### src/rtl/lsu_params.svh
// LSU store path parameters for widths, queue depths and memory credits
`ifndef LSU_PARAMS_SVH
`define LSU_PARAMS_SVH

// Datapath and ROB widths
`define LSU_DATA_WIDTH      32
`define LSU_ADDR_WIDTH      16
`define LSU_TAG_WIDTH       5
`define LSU_SQ_DEPTH        4

// Cache geometry, one 32-bit word per line
`define LSU_DC_LINE_WIDTH   2
`define LSU_DC_SET_WIDTH    3
`define LSU_DC_WAYS         2
`define LSU_DC_WAY_WIDTH    1
`define LSU_DC_TAG_WIDTH    11

// Miss holding queue and memory flow control
`define LSU_MSHQ_DEPTH      2
`define LSU_MEM_CREDITS     2
`endif

### src/rtl/lsu_pkg.sv
// LSU package with the datapath vector types and the store type encoding
`default_nettype none

`include "lsu_params.svh"

package lsu_pkg;

    // Store data and byte addresses
    typedef logic [`LSU_DATA_WIDTH-1:0]   data_t;
    typedef logic [`LSU_ADDR_WIDTH-1:0]   addr_t;
    typedef logic [`LSU_TAG_WIDTH-1:0]    rob_tag_t;

    // Cache lookup fields split out of an address
    typedef logic [`LSU_DC_SET_WIDTH-1:0] dc_set_t;
    typedef logic [`LSU_DC_WAY_WIDTH-1:0] dc_way_t;
    typedef logic [`LSU_DC_TAG_WIDTH-1:0] dc_tag_t;

    // One enable per byte of a data word
    typedef logic [`LSU_DATA_WIDTH/8-1:0] byte_mask_t;

    // Store width, byte and halfword stores land in the low bits of the word
    typedef enum logic [1:0] {
        SB = 2'd0,
        SH = 2'd1,
        SW = 2'd2
    } lsu_func_t;

endpackage

`default_nettype wire

### src/rtl/lsu_sq.sv
// Store queue holding issued stores until the ROB retires them into the cache or miss queue
`timescale 1ns/1ps
`default_nettype none

`include "lsu_params.svh"

module lsu_sq (
    input  wire                        clk,
    input  wire                        n_rst,
    input  wire                        i_flush,
    output logic                       o_full,
    input  wire                        i_alloc_en,
    input  wire lsu_pkg::data_t        i_alloc_data,
    input  wire lsu_pkg::addr_t        i_alloc_addr,
    input  wire lsu_pkg::lsu_func_t    i_alloc_func,
    input  wire lsu_pkg::rob_tag_t     i_alloc_tag,
    input  wire                        i_rob_retire_en,
    input  wire lsu_pkg::rob_tag_t     i_rob_retire_tag,
    output logic                       o_rob_retire_stall,
    output lsu_pkg::dc_set_t           o_dc_set,
    output lsu_pkg::dc_tag_t           o_dc_tag,
    input  wire                        i_dc_hit,
    input  wire lsu_pkg::data_t        i_dc_data,
    output logic                       o_dc_wr_en,
    output lsu_pkg::data_t             o_dc_wr_data,
    output logic                       o_mshq_push,
    output lsu_pkg::addr_t             o_mshq_addr,
    output lsu_pkg::data_t             o_mshq_data,
    output lsu_pkg::byte_mask_t        o_mshq_mask,
    input  wire                        i_mshq_full
);

    localparam int DEPTH  = `LSU_SQ_DEPTH;
    localparam int IDX_W  = $clog2(DEPTH);
    localparam int SET_LO = `LSU_DC_LINE_WIDTH;
    localparam int TAG_LO = `LSU_DC_LINE_WIDTH + `LSU_DC_SET_WIDTH;

    // Slot contents, only the valid bits are control state
    logic [DEPTH-1:0]   slot_valid;
    lsu_pkg::addr_t     slot_addr [DEPTH];
    lsu_pkg::data_t     slot_data [DEPTH];
    lsu_pkg::lsu_func_t slot_func [DEPTH];
    lsu_pkg::rob_tag_t  slot_tag  [DEPTH];

    logic [DEPTH-1:0]   alloc_sel;
    logic [DEPTH-1:0]   retire_match;
    logic [IDX_W-1:0]   retire_idx;
    logic               allocating;
    logic               retiring;
    logic               retire_miss;
    lsu_pkg::addr_t     ret_addr;

    // Lowest clear valid bit picks the slot for the next store
    assign alloc_sel  = ~slot_valid & (slot_valid + 1'b1);
    assign o_full     = &slot_valid;
    assign allocating = i_alloc_en && !o_full;

    // The ROB tag names exactly one live slot
    always_comb begin
        retire_match = '0;
        retire_idx   = '0;
        for (int i = 0; i < DEPTH; i++) begin
            retire_match[i] = slot_valid[i] && (slot_tag[i] == i_rob_retire_tag);
            if (retire_match[i]) begin
                retire_idx = retire_idx | IDX_W'(i);
            end
        end
    end

    // Split the retiring address into cache set and tag
    assign ret_addr = slot_addr[retire_idx];
    assign o_dc_set = ret_addr[TAG_LO-1:SET_LO];
    assign o_dc_tag = ret_addr[`LSU_ADDR_WIDTH-1:TAG_LO];

    // Sub-word stores replace the low bits of the cached word
    always_comb begin
        case (slot_func[retire_idx])
            lsu_pkg::SB: begin
                o_dc_wr_data = {i_dc_data[`LSU_DATA_WIDTH-1:8], slot_data[retire_idx][7:0]};
                o_mshq_mask  = 4'b0001;
            end
            lsu_pkg::SH: begin
                o_dc_wr_data = {i_dc_data[`LSU_DATA_WIDTH-1:16], slot_data[retire_idx][15:0]};
                o_mshq_mask  = 4'b0011;
            end
            default: begin
                o_dc_wr_data = slot_data[retire_idx];
                o_mshq_mask  = 4'b1111;
            end
        endcase
    end

    // A hit writes the cache, a miss goes to the miss queue or stalls the ROB
    assign retire_miss        = i_rob_retire_en && !i_dc_hit;
    assign o_rob_retire_stall = retire_miss && i_mshq_full;
    assign retiring           = i_rob_retire_en && !o_rob_retire_stall;
    assign o_dc_wr_en         = i_rob_retire_en && i_dc_hit;
    assign o_mshq_push        = retire_miss && !i_mshq_full;
    assign o_mshq_addr        = {ret_addr[`LSU_ADDR_WIDTH-1:SET_LO], {SET_LO{1'b0}}};
    assign o_mshq_data        = slot_data[retire_idx];

    // Flush empties every slot, allocation and retire never touch the same slot
    always_ff @(posedge clk or negedge n_rst) begin
        if (!n_rst) begin
            slot_valid <= '0;
        end else if (i_flush) begin
            slot_valid <= '0;
        end else begin
            for (int i = 0; i < DEPTH; i++) begin
                if (allocating && alloc_sel[i]) begin
                    slot_valid[i] <= 1'b1;
                end else if (retiring && retire_match[i]) begin
                    slot_valid[i] <= 1'b0;
                end
            end
        end
    end

    // Payload is captured on allocation
    always_ff @(posedge clk) begin
        for (int i = 0; i < DEPTH; i++) begin
            if (allocating && alloc_sel[i]) begin
                slot_addr[i] <= i_alloc_addr;
                slot_data[i] <= i_alloc_data;
                slot_func[i] <= i_alloc_func;
                slot_tag[i]  <= i_alloc_tag;
            end
        end
    end

    // ROB tags of live stores stay unique
    a_retire_unique: assert property (@(posedge clk) disable iff (!n_rst)
        $onehot0(retire_match));

    // The ROB only retires a store that was allocated earlier
    a_retire_found: assert property (@(posedge clk) disable iff (!n_rst)
        i_rob_retire_en |-> |retire_match);

endmodule

`default_nettype wire

### src/rtl/lsu_dcache.sv
// Two-way set-associative data cache with store lookup, load lookup, store write and fill
`timescale 1ns/1ps
`default_nettype none

`include "lsu_params.svh"

module lsu_dcache (
    input  wire                     clk,
    input  wire                     n_rst,
    input  wire lsu_pkg::dc_set_t   i_lookup_set,
    input  wire lsu_pkg::dc_tag_t   i_lookup_tag,
    output logic                    o_hit,
    output lsu_pkg::dc_way_t        o_hit_way,
    output lsu_pkg::data_t          o_hit_data,
    input  wire                     i_wr_en,
    input  wire lsu_pkg::data_t     i_wr_data,
    input  wire lsu_pkg::addr_t     i_ld_addr,
    output logic                    o_ld_hit,
    output lsu_pkg::data_t          o_ld_data,
    input  wire                     i_fill_en,
    input  wire lsu_pkg::addr_t     i_fill_addr,
    input  wire lsu_pkg::data_t     i_fill_data
);

    localparam int WAYS   = `LSU_DC_WAYS;
    localparam int SETS   = 1 << `LSU_DC_SET_WIDTH;
    localparam int SET_LO = `LSU_DC_LINE_WIDTH;
    localparam int TAG_LO = `LSU_DC_LINE_WIDTH + `LSU_DC_SET_WIDTH;

    // Per way and set storage with one word per line
    logic             line_valid [WAYS][SETS];
    lsu_pkg::dc_tag_t line_tag   [WAYS][SETS];
    lsu_pkg::data_t   line_data  [WAYS][SETS];

    // Round robin replacement state per set
    lsu_pkg::dc_way_t victim [SETS];

    lsu_pkg::dc_set_t ld_set;
    lsu_pkg::dc_set_t fill_set;
    lsu_pkg::dc_way_t fill_way;

    assign ld_set   = i_ld_addr[TAG_LO-1:SET_LO];
    assign fill_set = i_fill_addr[TAG_LO-1:SET_LO];
    assign fill_way = victim[fill_set];

    // Searches both ways of one set and returns the matching way
    // Data falls back to way 0 on a miss
    function automatic lsu_pkg::dc_way_t probe(input lsu_pkg::dc_set_t set,
                                               input lsu_pkg::dc_tag_t tag,
                                               output logic hit,
                                               output lsu_pkg::data_t data);
        lsu_pkg::dc_way_t way;
        hit  = 1'b0;
        way  = '0;
        data = line_data[0][set];
        for (int w = 0; w < WAYS; w++) begin
            if (line_valid[w][set] && (line_tag[w][set] == tag)) begin
                hit  = 1'b1;
                way  = lsu_pkg::dc_way_t'(w);
                data = line_data[w][set];
            end
        end
        return way;
    endfunction

    // Store lookup from the retiring store queue slot
    always_comb begin
        o_hit_way = probe(i_lookup_set, i_lookup_tag, o_hit, o_hit_data);
    end

    // Load lookup for the external read port
    always_comb begin
        void'(probe(ld_set, i_ld_addr[`LSU_ADDR_WIDTH-1:TAG_LO], o_ld_hit, o_ld_data));
    end

    // A fill marks the victim line valid and moves the set's victim pointer on
    always_ff @(posedge clk or negedge n_rst) begin
        if (!n_rst) begin
            for (int s = 0; s < SETS; s++) begin
                victim[s] <= '0;
                for (int w = 0; w < WAYS; w++) begin
                    line_valid[w][s] <= 1'b0;
                end
            end
        end else if (i_fill_en) begin
            line_valid[fill_way][fill_set] <= 1'b1;
            victim[fill_set]               <= fill_way + 1'b1;
        end
    end

    // Store writes go to the hit way and fills replace the victim way
    always_ff @(posedge clk) begin
        if (i_wr_en) begin
            line_data[o_hit_way][i_lookup_set] <= i_wr_data;
        end
        if (i_fill_en) begin
            line_tag[fill_way][fill_set]  <= i_fill_addr[`LSU_ADDR_WIDTH-1:TAG_LO];
            line_data[fill_way][fill_set] <= i_fill_data;
        end
    end

    // The external fill source must keep away from the set being written by a retire
    a_no_wr_fill_clash: assert property (@(posedge clk) disable iff (!n_rst)
        !(i_wr_en && i_fill_en && (i_lookup_set == fill_set)));

endmodule

`default_nettype wire

### src/rtl/lsu_mshq.sv
// Miss holding queue merging store misses per word and draining them under memory credits
`timescale 1ns/1ps
`default_nettype none

`include "lsu_params.svh"

module lsu_mshq (
    input  wire                       clk,
    input  wire                       n_rst,
    input  wire                       i_push,
    input  wire lsu_pkg::addr_t       i_addr,
    input  wire lsu_pkg::data_t       i_data,
    input  wire lsu_pkg::byte_mask_t  i_mask,
    output logic                      o_full,
    output logic                      o_mem_req_valid,
    output lsu_pkg::addr_t            o_mem_req_addr,
    output lsu_pkg::data_t            o_mem_req_data,
    output lsu_pkg::byte_mask_t       o_mem_req_mask,
    input  wire                       i_mem_credit
);

    localparam int DEPTH  = `LSU_MSHQ_DEPTH;
    localparam int PTR_W  = (DEPTH > 1) ? $clog2(DEPTH) : 1;
    localparam int CRED_W = $clog2(`LSU_MEM_CREDITS + 1);

    logic [DEPTH-1:0]    ent_valid;
    lsu_pkg::addr_t      ent_addr [DEPTH];
    lsu_pkg::data_t      ent_data [DEPTH];
    lsu_pkg::byte_mask_t ent_mask [DEPTH];

    logic [PTR_W-1:0]  head;
    logic [PTR_W-1:0]  tail;
    logic [CRED_W-1:0] credits;
    logic [PTR_W-1:0]  merge_idx;
    logic              merge_hit;
    logic              send;
    logic              push_new;

    // Wraps a queue pointer
    function automatic logic [PTR_W-1:0] bump(input logic [PTR_W-1:0] ptr);
        return (ptr == PTR_W'(DEPTH - 1)) ? '0 : ptr + 1'b1;
    endfunction

    // Head goes out whenever memory has a credit left
    assign send            = ent_valid[head] && (credits != '0);
    assign o_mem_req_valid = send;
    assign o_mem_req_addr  = ent_addr[head];
    assign o_mem_req_data  = ent_data[head];
    assign o_mem_req_mask  = ent_mask[head];

    // A held word absorbs the push unless that entry leaves this cycle
    always_comb begin
        merge_hit = 1'b0;
        merge_idx = '0;
        for (int i = 0; i < DEPTH; i++) begin
            if (ent_valid[i] && (ent_addr[i] == i_addr) && !(send && (head == PTR_W'(i)))) begin
                merge_hit = 1'b1;
                merge_idx = PTR_W'(i);
            end
        end
    end

    // Full only matters for a push that needs its own entry
    assign o_full   = (&ent_valid) && !merge_hit;
    assign push_new = i_push && !merge_hit && !(&ent_valid);

    always_ff @(posedge clk or negedge n_rst) begin
        if (!n_rst) begin
            ent_valid <= '0;
            head      <= '0;
            tail      <= '0;
            credits   <= CRED_W'(`LSU_MEM_CREDITS);
        end else begin
            if (send) begin
                ent_valid[head] <= 1'b0;
                head            <= bump(head);
            end
            if (push_new) begin
                ent_valid[tail] <= 1'b1;
                tail            <= bump(tail);
            end
            credits <= credits - CRED_W'(send) + CRED_W'(i_mem_credit);
        end
    end

    // New entries take the whole push, merges overwrite enabled bytes only
    always_ff @(posedge clk) begin
        if (push_new) begin
            ent_addr[tail] <= i_addr;
            ent_data[tail] <= i_data;
            ent_mask[tail] <= i_mask;
        end else if (i_push && merge_hit) begin
            for (int b = 0; b < `LSU_DATA_WIDTH / 8; b++) begin
                if (i_mask[b]) begin
                    ent_data[merge_idx][b*8 +: 8] <= i_data[b*8 +: 8];
                end
            end
            ent_mask[merge_idx] <= ent_mask[merge_idx] | i_mask;
        end
    end

    // Memory never returns more credits than it was given at reset
    a_credit_bound: assert property (@(posedge clk) disable iff (!n_rst)
        credits <= CRED_W'(`LSU_MEM_CREDITS));

endmodule

`default_nettype wire

### src/rtl/lsu_store_path.sv
// Store retirement path joining the store queue, the data cache and the miss holding queue
`timescale 1ns/1ps
`default_nettype none

module lsu_store_path (
    input  wire                       clk,
    input  wire                       n_rst,
    input  wire                       i_flush,
    output logic                      o_sq_full,
    input  wire                       i_alloc_en,
    input  wire lsu_pkg::data_t       i_alloc_data,
    input  wire lsu_pkg::addr_t       i_alloc_addr,
    input  wire lsu_pkg::lsu_func_t   i_alloc_func,
    input  wire lsu_pkg::rob_tag_t    i_alloc_tag,
    input  wire                       i_rob_retire_en,
    input  wire lsu_pkg::rob_tag_t    i_rob_retire_tag,
    output logic                      o_rob_retire_stall,
    input  wire                       i_fill_en,
    input  wire lsu_pkg::addr_t       i_fill_addr,
    input  wire lsu_pkg::data_t       i_fill_data,
    input  wire lsu_pkg::addr_t       i_ld_addr,
    output logic                      o_ld_hit,
    output lsu_pkg::data_t            o_ld_data,
    output logic                      o_mem_req_valid,
    output lsu_pkg::addr_t            o_mem_req_addr,
    output lsu_pkg::data_t            o_mem_req_data,
    output lsu_pkg::byte_mask_t       o_mem_req_mask,
    input  wire                       i_mem_credit
);

    // Retire lookup between the store queue and the cache
    lsu_pkg::dc_set_t    dc_set;
    lsu_pkg::dc_tag_t    dc_tag;
    logic                dc_hit;
    lsu_pkg::data_t      dc_data;
    logic                dc_wr_en;
    lsu_pkg::data_t      dc_wr_data;

    // Store misses handed to the miss queue
    logic                mshq_push;
    lsu_pkg::addr_t      mshq_addr;
    lsu_pkg::data_t      mshq_data;
    lsu_pkg::byte_mask_t mshq_mask;
    logic                mshq_full;

    lsu_sq u_sq (
        .clk(clk), .n_rst(n_rst), .i_flush(i_flush), .o_full(o_sq_full),
        .i_alloc_en(i_alloc_en), .i_alloc_data(i_alloc_data), .i_alloc_addr(i_alloc_addr),
        .i_alloc_func(i_alloc_func), .i_alloc_tag(i_alloc_tag),
        .i_rob_retire_en(i_rob_retire_en), .i_rob_retire_tag(i_rob_retire_tag),
        .o_rob_retire_stall(o_rob_retire_stall), .o_dc_set(dc_set), .o_dc_tag(dc_tag),
        .i_dc_hit(dc_hit), .i_dc_data(dc_data), .o_dc_wr_en(dc_wr_en),
        .o_dc_wr_data(dc_wr_data), .o_mshq_push(mshq_push), .o_mshq_addr(mshq_addr),
        .o_mshq_data(mshq_data), .o_mshq_mask(mshq_mask), .i_mshq_full(mshq_full)
    );

    // The hit way stays inside the cache where it steers the store write
    lsu_dcache u_dcache (
        .clk(clk), .n_rst(n_rst), .i_lookup_set(dc_set), .i_lookup_tag(dc_tag),
        .o_hit(dc_hit), .o_hit_way(), .o_hit_data(dc_data), .i_wr_en(dc_wr_en),
        .i_wr_data(dc_wr_data), .i_ld_addr(i_ld_addr), .o_ld_hit(o_ld_hit),
        .o_ld_data(o_ld_data), .i_fill_en(i_fill_en), .i_fill_addr(i_fill_addr),
        .i_fill_data(i_fill_data)
    );

    lsu_mshq u_mshq (
        .clk(clk), .n_rst(n_rst), .i_push(mshq_push), .i_addr(mshq_addr),
        .i_data(mshq_data), .i_mask(mshq_mask), .o_full(mshq_full),
        .o_mem_req_valid(o_mem_req_valid), .o_mem_req_addr(o_mem_req_addr),
        .o_mem_req_data(o_mem_req_data), .o_mem_req_mask(o_mem_req_mask),
        .i_mem_credit(i_mem_credit)
    );

endmodule

`default_nettype wire

### config.mk
export PLATFORM = sky130hd
export DESIGN_NAME = lsu_store_path
export DESIGN_NICKNAME = d
export VERILOG_FILES = /design/src/rtl/lsu_pkg.sv /design/src/rtl/lsu_sq.sv /design/src/rtl/lsu_dcache.sv /design/src/rtl/lsu_mshq.sv /design/src/rtl/lsu_store_path.sv
export VERILOG_INCLUDE_DIRS = /design/src /design/src/rtl
export SDC_FILE = /design/constraint.sdc
export NUM_CORES = 2
export LEC_CHECK = 0
export BUFFER_PORTS_ARGS = -buffer_cell sky130_fd_sc_hd__buf_4
export CORE_MARGIN = 2
export CORE_UTILIZATION = 55
export CTS_CLUSTER_DIAMETER = 50
export DETAILED_ROUTE_END_ITERATION = 16
export PLACE_DENSITY = 0.73
export RECOVER_POWER = 25
export REMOVE_ABC_BUFFERS = 1
export SYNTH_ARGS = -nofsm -noshare
export SYNTH_HDL_FRONTEND = slang
export SYNTH_SLANG_ARGS = --single-unit
### constraint.sdc
create_clock -name clk -period 9.4 [get_ports clk]
set_clock_uncertainty 0.15 [all_clocks]
set_input_delay 1.88 -clock clk [delete_from_list [all_inputs] [get_ports clk]]
set_output_delay 1.88 -clock clk [all_outputs]
set_load 0.005 [all_outputs]
==> summary.md <==
| Metric | Value |
|---|---|
| Status | finished, violations left |
| Violated checks | capacitance limit, slew limit |
| Std-Cell Rows | 113 |
| Post-synth ARST share | 0.03295 |
| Peak VDD IR | 0.1705 mV |
| CP Data Arrival Time | 6.70 ns |
| CP Cell Sequence | buf_4 > xor2_1 > nor4_1 > and3_1 > or4_4 > nand3_4 > inv_2 > buf_4 > a2111oi_0 > nor4_1 > xnor2_1 > nor4_2 > a41oi_1 > and3_1 > buf_4 |
| Unique masters post-synth | 77 |
| Cell internal pwr | 8.731 mW |
| Synth Warn # | 0 |
| Syn avg cell area | 11.89 um^2 |
| Hold EP | u_dcache.victim[1] |
| Met3 global-route usage | 0.1189 |
| TritonCTS clock tree | built |
| Post-layout utilization of the core | 0.6223 |
| Final Hold Viols | 0 |
| RR Endpoint | u_dcache.line_data[1][74] |
| Max-slew violations | 427 |
| Die width | 313.4 um |
| Vias | 41190 |
| First-iteration detailed-routing DRC count | 8394 |
| Post-CTS Resized | 0 |
| Detailed Route WL | 185500 um |
| Clock buffer depth | 3 |
| Power share of the combinational group | 0.159 |
| Tcrit/Tclk final | 0.9285 |
| Setup-failing EPs final | 0 |
| Worst-path clk slew | 0.06 ns |
| Fillcell total | 7168 |
| Placed cell count | 5612 |
| Worst Setup Path Type | primary input to output port |
| Crit end category | output port |
| Max-slew headroom at the worst pin | -1.456 |
| Synth Instances | 4427 |
| Top delay family on crit path | simple AND/OR/NAND/NOR gates |
| Clock share of power | 0.381 |
| GR Util met2 | 0.5512 |
| Clock Root Buffer | clkbuf_16 |
| Buf/Inv on CP | 4 |
| Worst skew pair latency | 0.72 ns |
| Hold path start | u_dcache.victim[1] |
| Post-route design area | 59040 um^2 |
| Top cell by count, worst path | buf_4 |
| Sequential-to-total area share from yosys stat | 0.5855 |
| Largest net degree at the start of global routing | 69 |
| Switching Fraction | 0.2683 |
| Total die area | 98190 um^2 |
| Hold depth | 2 |
| P_leak | 20.47 nW |
| Most used DFF post-synth | edfxtp_1 |
| Number of synthesized flops with an enable pin | 998 |
| Max-Cap Viols | 14 |
| Post-CTS setup buffer count | 0 |
| Drt drc | 0 |
| Most common cell after layout, fill and taps aside | edfxtp_1 |
| Crit Path Max Fanout | 26 |
| Dpl cell area | 55530 um^2 |
| Met1 Resource Use GR | 0.4856 |
| # IOs | 219 |
| Worst-case reg-to-reg path depth | 12 |
| Cell Count, Final, Fillers Out | 5839 |
| CTS buffer count | 114 |
| Via density | 7.054 |
| Share of layout cells above drive strength 1 | 0.1810 |
| Reg2reg setup slack | 2.25 ns |
| Worst path required time | 7.37 ns |
| Final Wtd Congestion | 0.9099 |
| Hold-fix buffers, CTS | 0 |
| Number of global-route vias before repair | 39850 |
| Hold WS | 0.3359 ns |
| Synthesis-stage register bit count | 1032 |
| Pre-Repair DR Iteration Count | 8 |
| Post-DR wirelength/cell | 31.77 um |
| # H-tree levels | 3 |
| Fin crit period | 8.728 ns |
| Highest clock rate | 114.6 MHz |
| RSZ-0062 raised after global routing | no |
| Slowest CP cell | and3_1 |
| Setup TNS | 0 ns |
| Power per cell area | 202.1 nW/um^2 |
| Most frequent cells in the layout | 998 x edfxtp_1, 925 x nand2_1, 427 x o21ai_0 |
| Global route overflow | 0 |
| Post-Syn Area | 52640 um^2 |
| Startpoint Class | primary input |
| Worst hold path class | register to register |
| DP Wirelength | 106700 um |
| Worst-Margin Slew | 3.683 ns |
| Busiest grt layer | met2 |
| Crit-path max cell delay | 0.64 ns |
| IO Port Bufs | 209 |
| Reg2Reg Launch Point | u_sq.slot_tag[3][1] |
| Routed Antenna Nets | 0 |
| Reg power frac | 0.460 |
| Area grow syn2layout | 12.16% |
| Height of the die | 313.4 um |
| Starting Density | 0.5548 |
| Sw Pwr | 3.201 mW |
| Antenna violations before repair | 22 |
| First-pass GRT wire length | 265600 um |
| Nets | 4596 |
| GRT Overall Usage | 0.3729 |
| Core box area | 94870 um^2 |
| CTS Sinks | 1032 |
==> power by group through the flow <==
stage          Clock (mW)  Combinational [mW]  Sequential (mW)
6_report             4.54                1.90             5.49
3_5_place_dp            0                1.84             5.57
5_1_grt              4.72                1.99             5.51
3_3_place_gp            0                1.80             5.56
4_1_cts              4.53                1.85             5.48
2_1_floorplan           0               0.944             5.57
==> flip-flops by register name, indices dropped and copies added (netlist names) <==
| name | count |
|---|---|
| u_sq.slot_addr | 56 |
| u_sq.slot_data | 128 |
| u_dcache.line_valid | 16 |
| u_mshq.tail | 1 |
| u_mshq.ent_valid | 2 |
| u_dcache.victim | 8 |
| u_sq.slot_func | 8 |
| u_mshq.ent_data | 64 |
| u_dcache.line_data | 512 |
| u_mshq.head | 1 |
| u_sq.slot_valid | 4 |
| u_mshq.ent_addr | 28 |
| u_dcache.line_tag | 176 |
| u_sq.slot_tag | 20 |
| u_mshq.credits | 2 |
| u_mshq.ent_mask | 6 |
==> synthesized netlist by cell type (33+ instances only) <==
| library cell | number | share of area |
|---|---|---|
| mux2_2 | 64 | 0.014 |
| nor2_1 | 165 | 0.012 |
| dfrtp_1 | 33 | 0.016 |
| nor4b_1 | 68 | 0.011 |
| buf_2 | 53 | 0.0050 |
| xor2_1 | 50 | 0.0083 |
| edfxtp_1 | 998 | 0.57 |
| mux2i_1 | 107 | 0.020 |
| a31oi_1 | 55 | 0.0065 |
| a2111oi_0 | 68 | 0.011 |
| mux4_2 | 210 | 0.090 |
| nand3_1 | 104 | 0.0099 |
| xnor2_1 | 43 | 0.0072 |
| nor4_1 | 38 | 0.0045 |
| o31ai_1 | 72 | 0.010 |
| nand2b_1 | 36 | 0.0043 |
| nand2_1 | 928 | 0.066 |
| o21ai_0 | 435 | 0.041 |
| o22ai_1 | 74 | 0.0088 |
| buf_1 | 58 | 0.0041 |
| a21oi_1 | 149 | 0.014 |
| clkbuf_1 | 312 | 0.022 |
| inv_1 | 40 | 0.0029 |
==> tightest hold or removal path, stage by stage, from the launching register on <==
cell	delay, ns
dfrtp_1	0.35
nand2_1	0.05
nand2_1	0.05
==> stage by stage <==
step	setup WS [ns]	power (mW)
after floorplan	-4.383	6.514
after global placement	0.9976	7.364
after detailed placement	0.9490	7.412
after CTS	0.9396	11.86
after global routing	0.5349	12.21
final	0.6719	11.93
==> how the worst max path moves through the flow <==
stage          depth (start not counted)  slack, ns                        to                 from
6_report                              15       0.67        o_rob_retire_stall  i_rob_retire_tag[1]
5_1_grt                               15       0.53        o_rob_retire_stall  i_rob_retire_tag[1]
4_1_cts                               14       0.94        o_rob_retire_stall  i_rob_retire_tag[4]
3_5_place_dp                          14       0.95        o_rob_retire_stall  i_rob_retire_tag[4]
3_3_place_gp                          14        1.0        o_rob_retire_stall  i_rob_retire_tag[4]
2_1_floorplan                         13      -4.38  u_dcache.line_data[1][0]  i_rob_retire_tag[4]
==> layer usage <==
layer,wire length (um),vias to the layer above
met2,81080,3726
met3,29590,824
li1,-,16820
met4,12580,16
met1,62150,19800
met5,92,-
==> area by class of cell <==
cell class | instances | area (um^2) | area share
antenna | 15 | 37.54 | 0.0006358
tap | 1265 | 1583 | 0.02681
multi-input combinational | 2910 | 20120 | 0.3407
inverter | 43 | 165.2 | 0.002797
clock inverter | 74 | 804.5 | 0.01363
timing repair buffer | 362 | 2526 | 0.04279
clock buffer | 138 | 2985 | 0.05057
sequential | 1032 | 30820 | 0.5221
==> cell families after synthesis <==
| family | Yosys count | share of synthesized area |
|---|---|---|
| buf+inv | 486 | 0.03806 |
| compound gates | 968 | 0.1105 |
| fa+ha+maj | 2 | 0.0004753 |
| other cells | 2 | 0.0001427 |
| xor+xnor | 93 | 0.01547 |
| flops | 1032 | 0.5855 |
| simple gates | 1453 | 0.1222 |
| mux | 391 | 0.1276 |
Note: power is estimated with default switching activity, not from simulation.
